[config.mk]
export PLATFORM = sky130hd
export DESIGN_NAME = alu_top
export DESIGN_NICKNAME = d
export VERILOG_FILES = /design/src/logic/alu_pkg.sv /design/src/logic/alu_top.sv /design/src/logic/result_select.sv /design/src/logic/csa_multiplier.sv /design/src/logic/cla_adder.sv /design/src/logic/instr_decode.sv
export SDC_FILE = /design/constraint.sdc
export NUM_CORES = 1
export LEC_CHECK = 0
export BUFFER_PORTS_ARGS = -buffer_cell sky130_fd_sc_hd__clkbuf_2
export CORE_MARGIN = 3
export CORE_UTILIZATION = 30
export CTS_CLUSTER_SIZE = 14
export DETAILED_ROUTE_END_ITERATION = 10
export HOLD_SLACK_MARGIN = 0.05
export PLACE_DENSITY = 0.48
export SYNTH_ARGS = -nofsm -noshare
export SYNTH_HDL_FRONTEND = slang
export SYNTH_SLANG_ARGS = --single-unit
[constraint.sdc]
create_clock -name clk -period 6.2 [get_ports clk]
set_input_delay 1.24 -clock clk [delete_from_list [all_inputs] [get_ports clk]]
set_output_delay 1.24 -clock clk [all_outputs]
set_load 0.005 [all_outputs]
[src/logic/alu_pkg.sv]
package alu_pkg;

    // operand width of the integer datapath
    localparam int data_width = 8;

    // opcode field width, numbering kept from the original gate-level ALU
    localparam int op_width = 3;

    typedef logic [data_width-1:0] alu_data_t;

    // full double-width product before truncation
    typedef logic [2*data_width-1:0] alu_prod_t;

    typedef enum logic [op_width-1:0] {
        op_none = 3'd0,
        op_add  = 3'd1,
        op_sub  = 3'd2,
        op_mulu = 3'd3,
        op_muls = 3'd4,
        // float opcodes are reserved and return zero
        op_fadd = 3'd5,
        op_fmul = 3'd6,
        op_cmp  = 3'd7
    } alu_op_e;

    // 19-bit instruction word, opcode in the top bits
    typedef struct packed {
        alu_op_e   op;
        alu_data_t a;
        alu_data_t b;
    } alu_instr_t;

    // decoded controls, unit selects are one-hot or all low for a zero result
    typedef struct packed {
        logic sel_add;
        logic sel_mul;
        logic sel_cmp;
        logic sub;
        logic mul_signed;
    } alu_ctrl_t;

endpackage
[src/logic/alu_top.sv]
`timescale 1ns/10ps

module alu_top
    import alu_pkg::*;
#(
    parameter int DATA_W = data_width
) (
    input  logic       clk,
    input  logic       rst_n,
    input  logic       instr_valid,
    input  alu_instr_t instr,
    output logic       result_valid,
    output alu_data_t  result,
    output logic       overflow
);

    logic      stage_valid;
    alu_data_t stage_a;
    alu_data_t stage_b;
    alu_ctrl_t stage_ctrl;
    alu_data_t sum;
    logic      carry;
    alu_prod_t product;
    logic      mul_overflow;

    // stage one
    instr_decode #(.DATA_W(DATA_W)) u_instr_decode (
        .clk         (clk),
        .rst_n       (rst_n),
        .instr_valid (instr_valid),
        .instr       (instr),
        .stage_valid (stage_valid),
        .stage_a     (stage_a),
        .stage_b     (stage_b),
        .stage_ctrl  (stage_ctrl)
    );

    // add and subtract share the one adder
    cla_adder #(.DATA_W(DATA_W)) u_cla_adder (
        .a     (stage_a),
        .b     (stage_b),
        .sub   (stage_ctrl.sub),
        .sum   (sum),
        .carry (carry)
    );

    csa_multiplier #(.DATA_W(DATA_W)) u_csa_multiplier (
        .a            (stage_a),
        .b            (stage_b),
        .mul_signed   (stage_ctrl.mul_signed),
        .product      (product),
        .mul_overflow (mul_overflow)
    );

    // stage two
    result_select #(.DATA_W(DATA_W)) u_result_select (
        .clk          (clk),
        .rst_n        (rst_n),
        .stage_valid  (stage_valid),
        .stage_ctrl   (stage_ctrl),
        .stage_a      (stage_a),
        .stage_b      (stage_b),
        .sum          (sum),
        .carry        (carry),
        .product      (product),
        .mul_overflow (mul_overflow),
        .result_valid (result_valid),
        .result       (result),
        .overflow     (overflow)
    );

endmodule

[src/logic/result_select.sv]
`timescale 1ns/10ps

module result_select
    import alu_pkg::*;
#(
    parameter int DATA_W = data_width
) (
    input  logic      clk,
    input  logic      rst_n,
    input  logic      stage_valid,
    input  alu_ctrl_t stage_ctrl,
    input  alu_data_t stage_a,
    input  alu_data_t stage_b,
    input  alu_data_t sum,
    input  logic      carry,
    input  alu_prod_t product,
    input  logic      mul_overflow,
    output logic      result_valid,
    output alu_data_t result,
    output logic      overflow
);

    alu_data_t cmp_res;
    alu_data_t res_d;
    logic      flag_d;

    // bitwise compare
    assign cmp_res = stage_a ^ stage_b;

    // and-or select over the one-hot unit controls
    assign res_d = ({DATA_W{stage_ctrl.sel_add}} & sum)
                 | ({DATA_W{stage_ctrl.sel_mul}} & product[DATA_W-1:0])
                 | ({DATA_W{stage_ctrl.sel_cmp}} & cmp_res);

    // carry for add, borrow for subtract, range flag for multiply
    assign flag_d = (stage_ctrl.sel_add & (carry ^ stage_ctrl.sub))
                  | (stage_ctrl.sel_mul & mul_overflow);

    always_ff @(posedge clk) begin
        if (!rst_n) begin
            result_valid <= 1'b0;
            result       <= '0;
            overflow     <= 1'b0;
        end else begin
            result_valid <= stage_valid;
            if (stage_valid) begin
                result   <= res_d;
                overflow <= flag_d;
            end else begin
                // idle cycles show zero
                result   <= '0;
                overflow <= 1'b0;
            end
        end
    end

endmodule

[src/logic/csa_multiplier.sv]
`timescale 1ns/10ps

module csa_multiplier
    import alu_pkg::*;
#(
    parameter int DATA_W = data_width
) (
    input  alu_data_t a,
    input  alu_data_t b,
    input  logic      mul_signed,
    output alu_prod_t product,
    output logic      mul_overflow
);

    localparam int prod_w = 2 * DATA_W;
    // one row per multiplier bit plus the Baugh-Wooley constant row
    localparam int rows = DATA_W + 1;

    logic [prod_w-1:0] pp [rows];
    logic [prod_w-1:0] csa_s [DATA_W];
    logic [prod_w-1:0] csa_c [DATA_W];
    logic [prod_w-1:0] full_prod;
    logic [DATA_W:0]   sign_bits;

    // shifted partial products
    // in signed mode the bits where exactly one operand sign bit takes part are inverted
    always_comb begin
        for (int i = 0; i < DATA_W; i++) begin
            pp[i] = '0;
            for (int j = 0; j < DATA_W; j++) begin
                pp[i][i+j] = (a[j] & b[i])
                           ^ (mul_signed & ((i == DATA_W-1) != (j == DATA_W-1)));
            end
        end
        // correction constants 2^n and 2^(2n-1)
        pp[DATA_W]           = '0;
        pp[DATA_W][DATA_W]   = mul_signed;
        pp[DATA_W][prod_w-1] = mul_signed;
    end

    // first two rows seed the sum and carry vectors
    assign csa_s[0] = pp[0];
    assign csa_c[0] = pp[1];

    // each row of full adders folds one more partial product in
    for (genvar k = 0; k < DATA_W-1; k++) begin : g_csa_row
        logic [prod_w-1:0] maj;

        assign csa_s[k+1] = csa_s[k] ^ csa_c[k] ^ pp[k+2];
        assign maj        = (csa_s[k] & csa_c[k])
                          | (csa_s[k] & pp[k+2])
                          | (csa_c[k] & pp[k+2]);
        // carries move up one column, the top one falls off modulo 2^(2n)
        assign csa_c[k+1] = {maj[prod_w-2:0], 1'b0};
    end

    // carry-propagate add of the last sum and carry vectors
    assign full_prod = csa_s[DATA_W-1] + csa_c[DATA_W-1];
    assign product   = full_prod;

    // bits that must all match the sign for a signed result to fit
    assign sign_bits = full_prod[prod_w-1:DATA_W-1];

    always_comb begin
        if (mul_signed) begin
            mul_overflow = !((&sign_bits) || !(|sign_bits));
        end else begin
            mul_overflow = |full_prod[prod_w-1:DATA_W];
        end
    end

endmodule

[src/logic/cla_adder.sv]
`timescale 1ns/10ps

module cla_adder
    import alu_pkg::*;
#(
    parameter int DATA_W = data_width
) (
    input  alu_data_t a,
    input  alu_data_t b,
    input  logic      sub,
    output alu_data_t sum,
    output logic      carry
);

    localparam int groups = DATA_W / 4;

    logic [DATA_W-1:0] b_eff;
    logic [DATA_W-1:0] g;
    logic [DATA_W-1:0] p;
    logic [DATA_W:0]   c;

    // two's complement subtract: invert b and inject a carry
    assign b_eff = b ^ {DATA_W{sub}};
    assign g     = a & b_eff;
    assign p     = a ^ b_eff;
    assign c[0]  = sub;

    for (genvar grp = 0; grp < groups; grp++) begin : g_group
        localparam int base = grp * 4;
        logic [3:0] gg;
        logic [3:0] pp;
        logic       cin;
        logic       blk_g;
        logic       blk_p;

        assign gg  = g[base +: 4];
        assign pp  = p[base +: 4];
        assign cin = c[base];

        assign c[base+1] = gg[0] | (pp[0] & cin);
        assign c[base+2] = gg[1] | (pp[1] & gg[0]) | (pp[1] & pp[0] & cin);
        assign c[base+3] = gg[2] | (pp[2] & gg[1]) | (pp[2] & pp[1] & gg[0])
                         | (pp[2] & pp[1] & pp[0] & cin);

        // block generate and propagate give the carry into the next group
        assign blk_g = gg[3] | (pp[3] & gg[2]) | (pp[3] & pp[2] & gg[1])
                     | (pp[3] & pp[2] & pp[1] & gg[0]);
        assign blk_p = &pp;

        assign c[base+4] = blk_g | (blk_p & cin);
    end

    assign sum   = p ^ c[DATA_W-1:0];
    // raw carry out, low on subtract means a borrow
    assign carry = c[DATA_W];

endmodule

[src/logic/instr_decode.sv]
`timescale 1ns/10ps

module instr_decode
    import alu_pkg::*;
#(
    parameter int DATA_W = data_width
) (
    input  logic       clk,
    input  logic       rst_n,
    input  logic       instr_valid,
    input  alu_instr_t instr,
    output logic       stage_valid,
    output alu_data_t  stage_a,
    output alu_data_t  stage_b,
    output alu_ctrl_t  stage_ctrl
);

    alu_ctrl_t ctrl_d;

    // opcode to unit select, subtract and signed mode
    always_comb begin
        ctrl_d = '0;
        case (instr.op)
            op_add: begin
                ctrl_d.sel_add = 1'b1;
            end
            op_sub: begin
                ctrl_d.sel_add = 1'b1;
                ctrl_d.sub     = 1'b1;
            end
            op_mulu: begin
                ctrl_d.sel_mul = 1'b1;
            end
            op_muls: begin
                ctrl_d.sel_mul    = 1'b1;
                ctrl_d.mul_signed = 1'b1;
            end
            op_cmp: begin
                ctrl_d.sel_cmp = 1'b1;
            end
            // op_none and the reserved float opcodes leave every select low
            default: begin
                ctrl_d = '0;
            end
        endcase
    end

    always_ff @(posedge clk) begin
        if (!rst_n) begin
            stage_valid <= 1'b0;
            stage_ctrl  <= '0;
        end else begin
            stage_valid <= instr_valid;
            stage_ctrl  <= ctrl_d;
        end
    end

    // operand registers
    always_ff @(posedge clk) begin
        stage_a <= instr.a[DATA_W-1:0];
        stage_b <= instr.b[DATA_W-1:0];
    end

endmodule

# After elaboration in Yosys (flattened, before gate mapping)
# Cells that the tools add are included.
[totals] reg_bits=32 in_bits=22 out_inout_bits=10 elab_cells=225
[op_classes] n_addsub=1 n_eq_ne=5 n_mux=6 bitwise=191 reduce_logical=11
[ops] op="bitwise AND 1 bit" count=96
[ops] op="OR 15 bit" count=4
[ops] op="bitwise AND 8 bit" count=4
[ops] op="bitwise XOR 8 bit" count=4
[ops] op="bitwise AND 14 x 15 -> 15 bit" count=2
[ops] op="bitwise AND 15 bit" count=2
[ops] op="bitwise AND 15 x 9 -> 15 bit" count=2
[ops] op="bitwise AND 13 x 14 -> 14 bit" count=2
[ops] op="OR 14 bit" count=2
[ops] op="bitwise AND 12 x 13 -> 13 bit" count=2
[ops] op="OR 13 bit" count=2
[ops] op="bitwise AND 11 x 12 -> 12 bit" count=2
[ops] op="OR 12 bit" count=2
[ops] op="bitwise AND 10 x 11 -> 11 bit" count=2
[ops] op="OR 11 bit" count=2
[ops] op="OR 1 bit" count=21
[ops] op="adder 16 bit" count=1
[ops] op="OR 8 bit" count=2
[ops] op="bitwise XOR 15 x 16 -> 16 bit" count=1
[ops] op="bitwise XOR 16 bit" count=1
[ops] op="bitwise XOR 1 bit" count=15
[ops] op="bitwise XOR 14 x 15 -> 15 bit" count=1
[ops] op="bitwise XOR 15 bit" count=1
[ops] op="bitwise AND 14 bit" count=1
[ops] op="30 further kinds" count=40

# Longest topological paths before layout
# Gate-level depths: netlist (run 1).
[logic_depth] word_depth=31 ltp_mapped=22 ltp_nobuf=21

# Cells and area by module
# Synthesis (run 1) repeated with hierarchy kept, for this count alone.
[unflattened] cells_unflattened=322 hier_area_um2=3210.6
[by_module_without_submodules] mod="csa_multiplier" instances=1 cells_each=202 area_per_inst_um2=1869.3 seq_area_each_um2=0.0
[by_module_without_submodules] mod="instr_decode" instances=1 cells_each=32 area_per_inst_um2=513.0 seq_area_each_um2=440.4
[by_module_without_submodules] mod="result_select" instances=1 cells_each=43 area_per_inst_um2=440.4 seq_area_each_um2=200.2
[by_module_without_submodules] mod="cla_adder" instances=1 cells_each=45 area_per_inst_um2=387.9 seq_area_each_um2=0.0

# Worst setup path after synthesis (run 1)
# No wires, ideal clock.
[synth_path] path_type="reg2reg" start="register u_instr_decode.stage_ctrl[0] (netlist name)" end="register u_result_select.overflow" setup_time_ns=0.126 t_arrival_ns=6.102 t_required_ns=6.074 path_slack_ns=-0.028 path_stages_with_launch=23 n_path_buf=2 synth_period_minus_slack_ns=6.228 cell_sequence="dfxtp_1 clkbuf_1 buf_2 xor2_1 fa_1 inv_1 fa_1 fa_1 fa_1 inv_1 fa_1 fa_1 inv_1 fa_1 ha_1 fa_1 a211oi_2 nor2_1 a21o_1 a21oi_2 xnor2_1 and4_4 o31ai_1"
[synth_via] elab_chain_len=30 word_cells_on_any_way=73 classes_between="add/sub: 1; mux: 1; bitwise: 65; reduce/logical: 6"
[synth_rtl] element="bitwise XOR 1 bit" line_no="csa_multiplier.sv:32" rtl="^ (mul_signed & ((i == DATA_W-1) != (j == DATA_W-1)));"
[synth_rtl] element="bitwise AND 8 x 9 -> 9 bit or bitwise AND 8 x 10 -> 10 bit (tied branches)" line_no="csa_multiplier.sv:50, csa_multiplier.sv:51"
[synth_rtl] element="OR 9 x 10 -> 10 bit" line_no="csa_multiplier.sv:51" rtl="| (csa_s[k] & pp[k+2])"
[synth_rtl] element="OR 10 bit" line_no="csa_multiplier.sv:52" rtl="| (csa_c[k] & pp[k+2]);"
[synth_rtl] element="bitwise AND 10 x 11 -> 11 bit" line_no="csa_multiplier.sv:50" rtl="assign maj = (csa_s[k] & csa_c[k])"
[synth_rtl] element="OR 11 bit" line_no="csa_multiplier.sv:51"
[synth_rtl] element="OR 11 bit" line_no="csa_multiplier.sv:52"
[synth_rtl] element="bitwise AND 11 x 12 -> 12 bit" line_no="csa_multiplier.sv:50"
[synth_rtl] element="[... 14 more ...]"
[synth_rtl] element="adder 16 bit" line_no="csa_multiplier.sv:58" rtl="assign full_prod = csa_s[DATA_W-1] + csa_c[DATA_W-1];"
[synth_rtl] element="OR reduction 9 bit" line_no="csa_multiplier.sv:66" rtl="mul_overflow = !((&sign_bits) || !(|sign_bits));"
[synth_rtl] element="logical NOT 1 bit" line_no="csa_multiplier.sv:66"
[synth_rtl] element="logical OR 1 bit" line_no="csa_multiplier.sv:66"
[synth_rtl] element="logical NOT 1 bit" line_no="csa_multiplier.sv:66"
[synth_rtl] element="two-way mux 1 bit (*)" line_no="csa_multiplier.sv:65" rtl="if (mul_signed) begin"
[synth_rtl] element="bitwise AND 1 bit (*)" line_no="result_select.sv:37" rtl="| (stage_ctrl.sel_mul & mul_overflow);"
[synth_rtl] element="OR 1 bit (*)" line_no="result_select.sv:37"
[synth_rtl] element="to (signal assigned)" line_no="result_select.sv:48" rtl="overflow <= flag_d;"
[synth_rtl] element="to (decl)" line_no="result_select.sv:20" rtl="output logic overflow"
# Mark *: on every way between the ends. The rest lies on a longest branch, timed or not.
# A chain may end at the register's enable or synchronous reset.

# Final worst setup path (run 1)
[layout_path] start="register u_instr_decode.stage_b[2]" end="register u_result_select.overflow"
[layout_via] elab_chain_len=30 word_cells_on_any_way=84 classes_between="add/sub: 1; mux: 1; bitwise: 75; reduce/logical: 7"
[layout_rtl] element="from (decl)" line_no="instr_decode.sv:14" rtl="output alu_data_t stage_b,"
[layout_rtl] element="from (signal assigned)" line_no="instr_decode.sv:61" rtl="stage_b <= instr.b[DATA_W-1:0];"
[layout_rtl] element="bitwise AND 1 bit" line_no="csa_multiplier.sv:31" rtl="pp[i][i+j] = (a[j] & b[i])"
[layout_rtl] element="bitwise AND 8 x 10 -> 10 bit or bitwise XOR 1 bit (tied branches)" line_no="csa_multiplier.sv:51, csa_multiplier.sv:32"
[layout_rtl] element="OR 9 x 10 -> 10 bit or bitwise AND 8 x 10 -> 10 bit (tied branches)" line_no="csa_multiplier.sv:51"
[layout_rtl] element="OR 10 bit or OR 9 x 10 -> 10 bit (tied branches)" line_no="csa_multiplier.sv:52, csa_multiplier.sv:51"
[layout_rtl] element="bitwise AND 10 x 11 -> 11 bit or OR 10 bit (tied branches)" line_no="csa_multiplier.sv:50, csa_multiplier.sv:52"
[layout_rtl] element="OR 11 bit (tied with other cells)" line_no="csa_multiplier.sv:51"
[layout_rtl] element="OR 11 bit (tied with other cells)" line_no="csa_multiplier.sv:52"
[layout_rtl] element="bitwise AND 11 x 12 -> 12 bit (tied with other cells)" line_no="csa_multiplier.sv:50"
[layout_rtl] element="[... 14 more ...]"
[layout_rtl] element="adder 16 bit" line_no="csa_multiplier.sv:58"
[layout_rtl] element="OR reduction 9 bit" line_no="csa_multiplier.sv:66"
[layout_rtl] element="logical NOT 1 bit" line_no="csa_multiplier.sv:66"
[layout_rtl] element="logical OR 1 bit" line_no="csa_multiplier.sv:66"
[layout_rtl] element="logical NOT 1 bit" line_no="csa_multiplier.sv:66"
[layout_rtl] element="two-way mux 1 bit" line_no="csa_multiplier.sv:65"
[layout_rtl] element="bitwise AND 1 bit" line_no="result_select.sv:37"
[layout_rtl] element="OR 1 bit (*)" line_no="result_select.sv:37"
# Marks and branches as above.

==> impl_metrics.xml, run 1 <==
<?xml version="1.0" encoding="UTF-8"?>
<metrics>
  <group name="status">
    <metric name="run_status" unit="">finished clean</metric>
  </group>
  <group name="grt">
    <metric name="grt_met2_use" unit="">0.190</metric>
    <metric name="met3_usage_in_global_routing" unit="">0.0223</metric>
    <metric name="antenna_found_initial" unit="">0</metric>
    <metric name="largest_net_degree_at_the_start_of_global_routing" unit="">17</metric>
    <metric name="number_of_global_route_vias_before_repair" unit="">2315</metric>
    <metric name="busiest_layer" unit="">met2</metric>
    <metric name="grt_use_total" unit="">0.124</metric>
    <metric name="grt_overflow_total" unit="">0</metric>
    <metric name="global_route.usage.met1" unit="">0.186</metric>
    <metric name="wire_length_of_the_first_global_routing_pass" unit="um">11600</metric>
  </group>
  <group name="floorplanning">
    <metric name="dieArea" unit="um2">12000</metric>
    <metric name="top_level_ports" unit="">32</metric>
    <metric name="die_width" unit="um">110</metric>
    <metric name="coreArea" unit="um2">10400</metric>
    <metric name="placement_rows" unit="">37</metric>
    <metric name="die_height" unit="um">110</metric>
    <metric name="initial_core_util" unit="">0.311</metric>
  </group>
  <group name="clock_tree">
    <metric name="tritoncts_num_sinks" unit="">32</metric>
    <metric name="clock_insertion_delay_worst_skew" unit="ps">280</metric>
    <metric name="cts_made_buffers" unit="">5</metric>
    <metric name="htree_levels" unit="">2</metric>
    <metric name="clkTransAtPathRegs" unit="ps">70</metric>
    <metric name="max-clock-path-buffers" unit="">2</metric>
    <metric name="tritoncts" unit="">done</metric>
    <metric name="cell_at_the_root_of_the_clock_tree" unit="">clkbuf_8</metric>
  </group>
  <group name="job">
    <metric name="maxCapViolations" unit="">0</metric>
  </group>
  <group name="synth">
    <metric name="synth.yosys.warnings" unit="">0</metric>
    <metric name="syn_area" unit="um2">3230</metric>
    <metric name="yosysUniqueCellTypes" unit="">38</metric>
    <metric name="synth_sequential_area_ratio" unit="">0.199</metric>
    <metric name="syn_avg_cell_area" unit="um2">9.66</metric>
    <metric name="synthesis.instances" unit="">334</metric>
    <metric name="synth_nets" unit="">437</metric>
    <metric name="ys_ff_latch" unit="">32</metric>
  </group>
  <group name="sta">
    <metric name="layout_worst_path_cycle_share" unit="">0.951</metric>
    <metric name="fmax" unit="MHz">170</metric>
    <metric name="fin_setup_tns" unit="ps">0</metric>
    <metric name="rsz0062_at_grt" unit="">no</metric>
    <metric name="max_slew.worst_pin.slew" unit="ps">588</metric>
    <metric name="worst_slew_margin" unit="">0.608</metric>
    <metric name="fin_crit" unit="ps">5900</metric>
    <metric name="report.final.setup_viol" unit="">0</metric>
    <metric name="final-hold-violation-count" unit="">0</metric>
    <metric name="finalMaxSlewViolations" unit="">0</metric>
    <metric name="fin_worst_skew" unit="ps">2.46</metric>
  </group>
  <group name="final_layout">
    <metric name="flip_flop_and_latch_area" unit="um2">644</metric>
    <metric name="area_growth_syn_to_layout" unit="%">14.5</metric>
    <metric name="layout.cells.most_common" unit="">fa_1</metric>
    <metric name="final_layout_size_suffix_gt1_frac" unit="">0.153</metric>
    <metric name="antennaDiodeCount" unit="">0</metric>
    <metric name="final_cell_mix" unit="">fa_1 (44), inv_1 (42), nand2_1 (41)</metric>
    <metric name="multiInputGateArea" unit="um2">2390</metric>
    <metric name="numnets_final" unit="">474</metric>
    <metric name="fill_cells" unit="">1102</metric>
  </group>
  <group name="drt">
    <metric name="drt.antenna.violating_nets" unit="">0</metric>
    <metric name="drt_iter0_drc" unit="">72</metric>
    <metric name="route.vias.total" unit="">2326</metric>
    <metric name="finalWirelength" unit="um">7020</metric>
    <metric name="drc" unit="">0</metric>
    <metric name="via_per_inst" unit="">4.58</metric>
    <metric name="drt-pass1-iter-count" unit="">4</metric>
    <metric name="routedWlPerCell" unit="um">13.8</metric>
  </group>
  <group name="setup_path">
    <metric name="crit-reg2reg-launch" unit="">u_instr_decode.stage_b[2]</metric>
    <metric name="cp_max_fo" unit="">9</metric>
    <metric name="path_class" unit="">reg -&gt; reg</metric>
    <metric name="cp-start-kind" unit="">flip-flop</metric>
    <metric name="critPathRequiredTime" unit="ps">6360</metric>
    <metric name="r2r_slack" unit="ps">300</metric>
    <metric name="critical_path_arrival" unit="ps">6050</metric>
    <metric name="worst_setup_path_startpoint" unit="">u_instr_decode.stage_b[2]</metric>
    <metric name="crit_path_end_kind" unit="">flip-flop</metric>
  </group>
  <group name="pwr">
    <metric name="post-layout-total-power" unit="mW">1.11</metric>
    <metric name="cellLeakagePower" unit="nW">1.81</metric>
    <metric name="power_density" unit="nW/um2">301</metric>
    <metric name="ir_worst_vdd" unit="uV">110</metric>
  </group>
  <group name="place">
    <metric name="place_congestion" unit="">0.818</metric>
    <metric name="hpwl" unit="um">5850</metric>
    <metric name="placement.io_buffers" unit="">31</metric>
  </group>
  <group name="min_path">
    <metric name="worst_hold_path_type" unit="">reg -&gt; reg</metric>
    <metric name="hold_path.startpoint" unit="">u_instr_decode.stage_ctrl[3]</metric>
  </group>
</metrics>
routing by layer:
metal | share of wire | vias up | wire (um)
li1 | - | 1141 | -
met1 | 0.49 | 1137 | 3450
met2 | 0.45 | 46 | 3190
met3 | 0.050 | 2 | 352
met4 | 0.0023 | 0 | 16
met5 | 0 | - | 0
Yosys cell counts (all sizes together):
library cell / n / area share
o21a: 1 / 0.0023
and2: 25 / 0.048
nand4: 1 / 0.0019
nand3: 1 / 0.0016
xor2: 18 / 0.049
fa: 44 / 0.27
clkbuf: 8 / 0.0093
xnor2: 17 / 0.046
nor2b: 2 / 0.0039
ha: 37 / 0.14
o22ai: 2 / 0.0039
inv: 42 / 0.049
nand3b: 1 / 0.0023
and4: 1 / 0.0035
a21boi: 1 / 0.0023
a211oi: 4 / 0.011
a21o: 3 / 0.0070
nand2b: 1 / 0.0019
buf: 2 / 0.0027
mux2i: 2 / 0.0062
a21oi: 6 / 0.010
and3: 1 / 0.0019
nand2: 41 / 0.048
nor4bb: 1 / 0.0031
nor2: 17 / 0.020
a222oi: 5 / 0.016
nor3: 3 / 0.0047
or3b: 1 / 0.0027
o31ai: 2 / 0.0047
o21ai: 6 / 0.0093
or2: 2 / 0.0039
dfxtp: 32 / 0.20
nor4: 1 / 0.0019
nor3b: 1 / 0.0023
a22oi: 2 / 0.0047
power breakdown:
group	internal, mW	total [mW]	switching [mW]
registers	0.215	0.230	0.0158
logic	0.306	0.683	0.376
clock network	0.119	0.200	0.0808
total	0.640	1.11	0.473
state kept, by name, indices dropped and copies added (netlist names):
name                          count
u_instr_decode.stage_a            8
u_instr_decode.stage_b            8
u_instr_decode.stage_ctrl         5
u_instr_decode.stage_valid        1
u_result_select.overflow          1
u_result_select.result            8
u_result_select.result_valid      1
cell type report:
type / instances / area share
Inverter: 42 / 0.0427
Clock buffer: 5 / 0.0186
Tap cell: 136 / 0.0461
Timing Repair Buffer: 40 / 0.0603
Sequential cell: 32 / 0.174
Clock inverter: 3 / 0.0115
Multi-Input combinational cell: 250 / 0.646
path summary, 6_finish.rpt:
| kind | end | cells past startpoint |
|---|---|---|
| max | u_result_select.overflow | 20 |
| min | u_result_select.result[0] | 2 |
| max reg2reg | u_result_select.overflow | 20 |
| min reg2reg | u_result_select.result[0] | 2 |
per-stage QoR:
stage / hold WS, ps / setup slack, ps / utilization / area, um2 / instances
2_1_floorplan: 546 / 112 / - / 3230 / 334
3_3_place_gp: 611 / 230 / 0.345 / 3580 / 500
3_5_place_dp: 610 / 171 / 0.345 / 3580 / 500
4_1_cts: 626 / 157 / 0.356 / 3690 / 508
5_1_grt: 692 / 8.86 / 0.356 / 3690 / 508
6_report: 619 / 304 / 0.356 / 3690 / 508
critical path, stage by stage, from the launching register on:
cell and delay, ps:
dfxtp_2 450, nand2_1 110, fa_1 540, inv_1 50
fa_1 380, fa_1 480, fa_1 490, inv_1 50
fa_1 450, fa_1 490, inv_1 50, fa_1 430
ha_1 260, fa_1 480, a211oi_2 190, nor2_1 90
a21o_1 200, a21oi_2 140, xnor2_1 150, and4_4 240
o31ai_1 60
logic make-up (layout without fill, tap and decap cells):
| kind of cell | after synthesis | count (layout) | synth area share |
|---|---|---|---|
| mux | 2 | 2 | 0.00621 |
| compound gates | 32 | 32 | 0.0710 |
| flops | 32 | 32 | 0.199 |
| fa+ha+maj | 81 | 81 | 0.417 |
| simple gates | 100 | 100 | 0.152 |
| xor+xnor | 35 | 35 | 0.0950 |
| buf+inv | 52 | 90 | 0.0609 |
repair_timing:
action,4_1_cts,5_1_grt
hold buffers,0,0
gates resized for setup,0,3
buffers inserted,0,0
endpoints found under the setup margin,0,1
No activity file was read; power rests on OpenSTA's default activity.
==> run 2: changes to the inputs <==
--- a/config.mk
+++ b/config.mk
@@ -14,4 +14,5 @@
 export PLACE_DENSITY = 0.48
 export SYNTH_ARGS = -nofsm -noshare
 export SYNTH_HDL_FRONTEND = slang
+export SYNTH_HIERARCHICAL = 1
 export SYNTH_SLANG_ARGS = --single-unit
==> run 2 against run 1 <==
Compared with the run above: first-iteration DRC count is 19% higher; non-clock buffer count grew 8; critical path depth stayed put; die area shrank 0.44%; area after synthesis decreased by 0.47%; setup slack got worse by 62 ps; core utilization is 0.54 points higher; global-route usage increased by 0.37 points; clock power down 13%; sequential share of layout area is 0.16 points lower; total power is 3.6% lower; critical path type unchanged.
==> impl_metrics.xml, run 2 <==
<?xml version="1.0" encoding="UTF-8"?>
<metrics>
  <group name="status">
    <metric name="run_status" unit="">finished clean</metric>
  </group>
  <group name="sta">
    <metric name="finalMaxSlewViolations" unit="">0</metric>
    <metric name="finalHoldWorstSlack" unit="ps">592</metric>
    <metric name="fmax" unit="MHz">168</metric>
    <metric name="fin_setup_tns" unit="ps">0</metric>
    <metric name="worst_slew_margin" unit="">0.545</metric>
    <metric name="rsz0062_at_grt" unit="">no</metric>
    <metric name="max_slew.worst_pin.slew" unit="ps">682</metric>
    <metric name="fin_worst_skew" unit="ps">6.28</metric>
    <metric name="fin_crit" unit="ps">5960</metric>
    <metric name="layout_worst_path_cycle_share" unit="">0.961</metric>
    <metric name="final-hold-violation-count" unit="">0</metric>
    <metric name="report.final.setup_viol" unit="">0</metric>
  </group>
  <group name="setup_path">
    <metric name="r2r_cells" unit="">20</metric>
    <metric name="critPathRequiredTime" unit="ps">6360</metric>
    <metric name="worst_setup_path_endpoint" unit="">u_result_select/overflow</metric>
    <metric name="crit-reg2reg-capture" unit="">u_result_select/overflow</metric>
    <metric name="cp-start-kind" unit="">flip-flop</metric>
    <metric name="crit_path_end_kind" unit="">flip-flop</metric>
    <metric name="worst_setup_path_startpoint" unit="">u_instr_decode/stage_a[7]</metric>
    <metric name="crit-reg2reg-launch" unit="">u_instr_decode/stage_a[7]</metric>
    <metric name="cp_max_fo" unit="">3</metric>
    <metric name="critical_path_arrival" unit="ps">6120</metric>
    <metric name="path_class" unit="">reg -&gt; reg</metric>
    <metric name="r2r_slack" unit="ps">240</metric>
  </group>
  <group name="pwr">
    <metric name="switching_share" unit="">0.413</metric>
    <metric name="pwr-share-clk" unit="">0.162</metric>
    <metric name="share_comb_of_total_power" unit="">0.624</metric>
    <metric name="cellLeakagePower" unit="nW">1.74</metric>
    <metric name="power_report.internal_total" unit="mW">0.630</metric>
    <metric name="sequentialPowerShare" unit="">0.214</metric>
    <metric name="power.switching" unit="mW">0.443</metric>
    <metric name="power_density" unit="nW/um2">286</metric>
    <metric name="ir_worst_vdd" unit="uV">152</metric>
  </group>
  <group name="final_layout">
    <metric name="antennaDiodeCount" unit="">0</metric>
    <metric name="biggestRegsByFlops" unit="">u_instr_decode/stage_a: 8 flops, u_instr_decode/stage_b: 8 flops, u_result_select/result: 8 flops</metric>
    <metric name="final_cell_mix" unit="">nand2_1 (52), fa_1 (40), inv_1 (34)</metric>
    <metric name="numnets_final" unit="">465</metric>
    <metric name="final_instance_area" unit="um2">3750</metric>
    <metric name="layout.core_utilization" unit="">0.362</metric>
    <metric name="area_growth_syn_to_layout" unit="%">16.8</metric>
    <metric name="final_layout_size_suffix_gt1_frac" unit="">0.211</metric>
    <metric name="layout.cells.most_common" unit="">nand2_1</metric>
  </group>
  <group name="floorplanning">
    <metric name="placement_rows" unit="">37</metric>
    <metric name="die_width" unit="um">109</metric>
    <metric name="die_height" unit="um">109</metric>
    <metric name="top_level_ports" unit="">32</metric>
    <metric name="initial_core_util" unit="">0.310</metric>
    <metric name="coreArea" unit="um2">10400</metric>
    <metric name="dieArea" unit="um2">12000</metric>
  </group>
  <group name="synth">
    <metric name="portion_of_netlist_area_occupied_by_mux_cells" unit="">0.00624</metric>
    <metric name="synth_nets" unit="">417</metric>
    <metric name="synthesis.instances" unit="">322</metric>
    <metric name="postSynth.topFlopCell" unit="">dfxtp_1</metric>
    <metric name="compound_gate_fraction_of_synth_area" unit="">0.0935</metric>
    <metric name="post_synth_xor_xnor_area" unit="">0.123</metric>
    <metric name="synth.most_common_cell" unit="">nand2_1</metric>
    <metric name="ys_ff_latch" unit="">32</metric>
    <metric name="synth_simple_gate_area_share" unit="">0.136</metric>
    <metric name="syn_area" unit="um2">3210</metric>
    <metric name="yosysUniqueCellTypes" unit="">45</metric>
    <metric name="netlist_top_cells_count" unit="">nand2_1 (52), fa_1 (44), inv_1 (34)</metric>
    <metric name="synth_top_cells_by_area" unit="">fa_1 (27%), dfxtp_1 (20%), ha_1 (11%), xnor2_1 (6.3%), nand2_1 (6.1%)</metric>
    <metric name="synth_top_cell_by_area" unit="">fa_1</metric>
    <metric name="synth.yosys.warnings" unit="">6</metric>
    <metric name="synth_top_family_by_area" unit="">adder cells</metric>
    <metric name="syn_avg_cell_area" unit="um2">9.97</metric>
    <metric name="synthAdderAreaFrac" unit="">0.387</metric>
    <metric name="synth_edf_count" unit="">0</metric>
    <metric name="ys_async_sr_fraction" unit="">0</metric>
    <metric name="post-synth-top-area-fraction" unit="">0.274</metric>
    <metric name="synth_sequential_area_ratio" unit="">0.200</metric>
  </group>
  <group name="drt">
    <metric name="drt_iter0_drc" unit="">86</metric>
    <metric name="routedWlPerCell" unit="um">14.2</metric>
    <metric name="via_per_inst" unit="">4.69</metric>
    <metric name="finalWirelength" unit="um">7190</metric>
    <metric name="drt.antenna.violating_nets" unit="">0</metric>
    <metric name="route.vias.total" unit="">2372</metric>
    <metric name="drc" unit="">0</metric>
    <metric name="drt-pass1-iter-count" unit="">4</metric>
  </group>
  <group name="job">
    <metric name="maxCapViolations" unit="">0</metric>
  </group>
  <group name="clock_tree">
    <metric name="post-cts-setup-buffers" unit="">0</metric>
    <metric name="cell_at_the_root_of_the_clock_tree" unit="">clkbuf_8</metric>
    <metric name="cts_made_buffers" unit="">5</metric>
    <metric name="max-clock-path-buffers" unit="">2</metric>
    <metric name="clock_insertion_delay_worst_skew" unit="ps">280</metric>
    <metric name="cts_hold_buffers" unit="">0</metric>
    <metric name="htree_levels" unit="">2</metric>
    <metric name="tritoncts" unit="">done</metric>
    <metric name="clkTransAtPathRegs" unit="ps">70</metric>
    <metric name="tritoncts_num_sinks" unit="">32</metric>
  </group>
  <group name="grt">
    <metric name="grt_overflow_total" unit="">0</metric>
    <metric name="largest_net_degree_at_the_start_of_global_routing" unit="">17</metric>
    <metric name="number_of_global_route_vias_before_repair" unit="">2416</metric>
    <metric name="antenna_found_initial" unit="">0</metric>
    <metric name="wire_length_of_the_first_global_routing_pass" unit="um">11900</metric>
    <metric name="grt_use_total" unit="">0.127</metric>
  </group>
  <group name="min_path">
    <metric name="worst_hold_path_type" unit="">reg -&gt; reg</metric>
  </group>
  <group name="place">
    <metric name="placement.io_buffers" unit="">31</metric>
    <metric name="place_congestion" unit="">0.792</metric>
    <metric name="place_area" unit="um2">3620</metric>
    <metric name="hpwl" unit="um">5880</metric>
  </group>
</metrics>
## run 2: cell types whose count changed after synthesis, moves of 6 or more
cell | before | now
nor2_1 | 17 | 3
o22ai_1 | 2 | 9
nand2_1 | 41 | 52
and2_1 | 25 | 17
inv_1 | 42 | 34
xnor2_1 | 17 | 23
ha_1 | 37 | 29
a22oi_1 | 2 | 8
## run 2: worst min path at each step
stage,from,end,cells after the start
final,u_instr_decode/stage_valid,u_result_select/overflow,2
after floorplan,u_instr_decode/stage_valid,u_result_select/overflow,2
after global routing,u_instr_decode/stage_valid,u_result_select/overflow,2
after global placement,u_instr_decode/stage_valid,u_result_select/overflow,2
after detailed placement,u_instr_decode/stage_valid,u_result_select/overflow,2
after CTS,u_instr_decode/stage_valid,u_result_select/overflow,2
## run 2: kinds of logic (layout without fill, tap and decap cells)
family / Yosys count / after routing
flip-flops: 32 / 32
AND/OR/NAND/NOR: 88 / 88
multiplexers: 2 / 2
AO/OA/AOI/OAI: 41 / 41
adder cells (fa/ha/maj): 73 / 73
buffers and inverters: 41 / 89
XOR/XNOR: 45 / 45
## run 2: power groups by stage
stage                     registers (mW)  clock network [mW]  logic, mW
after floorplan                    0.231                   0      0.521
after global placement             0.234                   0      0.657
after detailed placement           0.233                   0      0.654
after CTS                          0.229               0.180      0.663
after global routing               0.231               0.188      0.774
final                              0.229               0.174      0.670
## run 2: critical path, stage by stage (launching register included)
cell     delay, ps
dfxtp_2        330
nand2_1         80
xor2_2         160
fa_2           540
fa_2           430
fa_2           350
fa_1           500
inv_1           50
fa_1           470
inv_1           50
fa_1           470
inv_1           50
fa_1           490
ha_4           190
fa_2           460
a211o_2        270
or4_1          530
nor3_2         160
mux2i_1         90
nand2_1         80
o22ai_1         80
## run 2: layout make-up
type                    instances  area [um2]
multi-input cells             249        2430
flip-flops and latches         32         648
repair buffers                 48         283
fillers                      1059        6620
well taps                     136         170
inverters                      34         128
clock buffers                   7        96.3
## run 2: timing repair
item / CTS / global route
resized for setup: 0 / 12
endpoints found under the setup margin: 0 / 1
hold endpoints to repair: 0 / 0
## run 2: stage by stage
step           cells  power, mW  setup WS [ps]
5_1_grt          506       1.19           7.48
2_1_floorplan    322      0.752           34.2
6_report         506       1.07            242
3_5_place_dp     499      0.887           75.7
3_3_place_gp     499      0.891            129
4_1_cts          506       1.07           70.1
## run 2: routing by layer
| layer | vias to the layer above | GRT usage | share of wire |
|---|---|---|---|
| li1 | 1143 | - | - |
| met2 | 40 | 0.224 | 0.51 |
| met1 | 1178 | 0.161 | 0.44 |
| met4 | 0 | 0.0472 | 0.021 |
| met3 | 11 | 0.0129 | 0.032 |
| met5 | - | 0 | 0 |
==> run 3: changes to the inputs <==
--- a/config.mk
+++ b/config.mk
@@ -6,7 +6,7 @@
 export NUM_CORES = 1
 export LEC_CHECK = 0
 export BUFFER_PORTS_ARGS = -buffer_cell sky130_fd_sc_hd__clkbuf_2
-export CORE_MARGIN = 3
+export CORE_MARGIN = 2
 export CORE_UTILIZATION = 30
 export CTS_CLUSTER_SIZE = 14
 export DETAILED_ROUTE_END_ITERATION = 10
==> run 3 against run 2 <==
Compared with the run above: clock-buffer cell count up 1; clock skew up 1.9 ps; via count decreased by 0.93%; total power grew 0.19%; non-clock buffer count is 2 higher; combinational power is 1% higher; largest cell class unchanged.
==> impl_metrics.xml, run 3 (synthesis results as in run 2) <==
<?xml version="1.0" encoding="UTF-8"?>
<metrics>
  <group name="sta">
    <metric name="max_slew.worst_pin.slew" unit="ps">696</metric>
    <metric name="fin_worst_skew" unit="ps">8.21</metric>
    <metric name="worst_slew_margin" unit="">0.535</metric>
    <metric name="fin_crit" unit="ps">6010</metric>
    <metric name="layout_worst_path_cycle_share" unit="">0.969</metric>
    <metric name="final-hold-violation-count" unit="">0</metric>
    <metric name="fmax" unit="MHz">166</metric>
    <metric name="report.final.setup_viol" unit="">0</metric>
    <metric name="finalMaxSlewViolations" unit="">0</metric>
  </group>
  <group name="floorplanning">
    <metric name="die_height" unit="um">107</metric>
    <metric name="initial_core_util" unit="">0.310</metric>
    <metric name="placement_rows" unit="">37</metric>
    <metric name="coreArea" unit="um2">10400</metric>
    <metric name="dieArea" unit="um2">11500</metric>
    <metric name="top_level_ports" unit="">32</metric>
    <metric name="die_width" unit="um">107</metric>
  </group>
  <group name="setup_path">
    <metric name="worstPathBufferInverterCount" unit="">3</metric>
    <metric name="path_class" unit="">reg -&gt; reg</metric>
    <metric name="worst_path_max_delay_cell" unit="">fa_2</metric>
    <metric name="critPathRequiredTime" unit="ps">6370</metric>
    <metric name="cp-start-kind" unit="">flip-flop</metric>
    <metric name="critical-path-max-stage-delay" unit="ps">580</metric>
    <metric name="critical_path.top_delay_family" unit="">adder cells</metric>
    <metric name="crit-reg2reg-launch" unit="">u_instr_decode/stage_b[0]</metric>
    <metric name="crit_path_end_kind" unit="">flip-flop</metric>
    <metric name="critical_path.most_common_cell" unit="">fa_1</metric>
    <metric name="worst_setup_path_startpoint" unit="">u_instr_decode/stage_b[0]</metric>
    <metric name="cp_max_fo" unit="">2</metric>
    <metric name="crit_path_cell_trace" unit="">nand2_1 &gt; xor2_2 &gt; fa_2 &gt; fa_1 &gt; fa_2 &gt; fa_1 &gt; inv_1 &gt; fa_1 &gt; inv_1 &gt; fa_1 &gt; inv_1 &gt; fa_1 &gt; ha_4 &gt; fa_2 &gt; a211o_2 &gt; or4_4 &gt; nor3_2 &gt; mux2i_1 &gt; nand2_1 &gt; o22ai_1</metric>
    <metric name="critical_path_arrival" unit="ps">6180</metric>
  </group>
  <group name="final_layout">
    <metric name="final_cell_mix" unit="">nand2_1 (52), fa_1 (41), inv_1 (34)</metric>
    <metric name="numnets_final" unit="">467</metric>
    <metric name="area_growth_syn_to_layout" unit="%">17.0</metric>
    <metric name="biggestRegsByFlops" unit="">u_instr_decode/stage_a: 8 flops, u_instr_decode/stage_b: 8 flops, u_result_select/result: 8 flops</metric>
    <metric name="layout.core_utilization" unit="">0.362</metric>
    <metric name="layout.cells.most_common" unit="">nand2_1</metric>
    <metric name="fill_cells" unit="">1085</metric>
    <metric name="final_layout_size_suffix_gt1_frac" unit="">0.204</metric>
    <metric name="antennaDiodeCount" unit="">0</metric>
  </group>
  <group name="grt">
    <metric name="wire_length_of_the_first_global_routing_pass" unit="um">11800</metric>
    <metric name="grt_use_total" unit="">0.132</metric>
    <metric name="number_of_global_route_vias_before_repair" unit="">2454</metric>
    <metric name="antenna_found_initial" unit="">0</metric>
    <metric name="largest_net_degree_at_the_start_of_global_routing" unit="">17</metric>
    <metric name="grt_overflow_total" unit="">0</metric>
  </group>
  <group name="clock_tree">
    <metric name="cell_at_the_root_of_the_clock_tree" unit="">clkbuf_8</metric>
    <metric name="htree_levels" unit="">2</metric>
    <metric name="cts_made_buffers" unit="">5</metric>
    <metric name="max-clock-path-buffers" unit="">2</metric>
    <metric name="tritoncts_num_sinks" unit="">32</metric>
    <metric name="tritoncts" unit="">done</metric>
    <metric name="clock_insertion_delay_worst_skew" unit="ps">280</metric>
    <metric name="clkTransAtPathRegs" unit="ps">70</metric>
  </group>
  <group name="place">
    <metric name="place_congestion" unit="">0.773</metric>
    <metric name="placement.io_buffers" unit="">31</metric>
    <metric name="hpwl" unit="um">5920</metric>
  </group>
  <group name="min_path">
    <metric name="hold_path.startpoint" unit="">u_instr_decode/stage_valid</metric>
    <metric name="worst_hold_path_type" unit="">reg -&gt; reg</metric>
  </group>
  <group name="status">
    <metric name="run_status" unit="">finished clean</metric>
  </group>
  <group name="drt">
    <metric name="via_per_inst" unit="">4.62</metric>
    <metric name="drt_iter0_drc" unit="">92</metric>
    <metric name="drt-pass1-iter-count" unit="">4</metric>
    <metric name="finalWirelength" unit="um">7250</metric>
    <metric name="drc" unit="">0</metric>
    <metric name="routedWlPerCell" unit="um">14.2</metric>
    <metric name="drt.antenna.violating_nets" unit="">0</metric>
    <metric name="route.vias.total" unit="">2350</metric>
  </group>
  <group name="pwr">
    <metric name="post-layout-total-power" unit="mW">1.08</metric>
    <metric name="ir_worst_vdd" unit="uV">166</metric>
    <metric name="power_density" unit="nW/um2">286</metric>
    <metric name="cellLeakagePower" unit="nW">1.75</metric>
  </group>
  <group name="job">
    <metric name="maxCapViolations" unit="">0</metric>
  </group>
</metrics>
run 3: changes by cell type in the layout (fill, tap and decap cells not counted):
cell / previous run / this run
buf_4: 17 / 19
clkbuf_1: 0 / 2
clkbuf_8: 7 / 6
dfxtp_1: 26 / 29
dfxtp_2: 6 / 3
fa_1: 40 / 41
fa_2: 4 / 3
or4_1: 1 / 0
or4_4: 0 / 1
run 3: final cells by class:
class	instances	area [um2]	share of cell area
multi-input cells	249	2430	0.646
flip-flops and latches	32	644	0.171
repair buffers	50	298	0.0793
well taps	136	170	0.0453
inverters	34	128	0.0340
clock buffers	8	90.1	0.0240
run 3: final timing paths:
check,endpoint,slack (ps),cells after the start
worst max-delay path,u_result_select/overflow,190,20
worst min-delay path,u_result_select/overflow,580,2
worst max register to register,u_result_select/overflow,190,20
worst min register to register,u_result_select/overflow,580,2
run 3: timing repair:
| item | 4_1_cts | 5_1_grt |
|---|---|---|
| hold buffers | 0 | 0 |
| endpoints found under the setup margin | 0 | 1 |
| setup buffers | 0 | 2 |
| resized for setup | 0 | 9 |
run 3: tightest hold or removal path, stage by stage (launching register included):
cell     delay, ps
dfxtp_1        340
nand3_1        120
o22ai_1         70
run 3: per-layer routing:
layer	vias to the layer above	track usage	routed length, um
met5	-	0	0
met4	0	0.0449	129
met3	9	0.0163	212
met2	42	0.241	3720
met1	1155	0.160	3180
li1	1144	-	-
run 3: metrics by stage:
stage	std cells	instance area, um2	hold slack [ps]	setup TNS (ps)	setup slack (ps)
2_1_floorplan	322	3220	497	0	34.2
3_3_place_gp	499	3620	576	0	145
3_5_place_dp	499	3620	570	0	78.4
4_1_cts	507	3710	573	0	69.8
5_1_grt	509	3760	599	-8.07	-8.07
6_report	509	3760	577	0	190
run 3: where the power goes:
part	internal, mW	total [mW]	switching, mW
registers	0.215	0.228	0.0138
logic	0.321	0.678	0.357
clock network	0.0906	0.168	0.0777
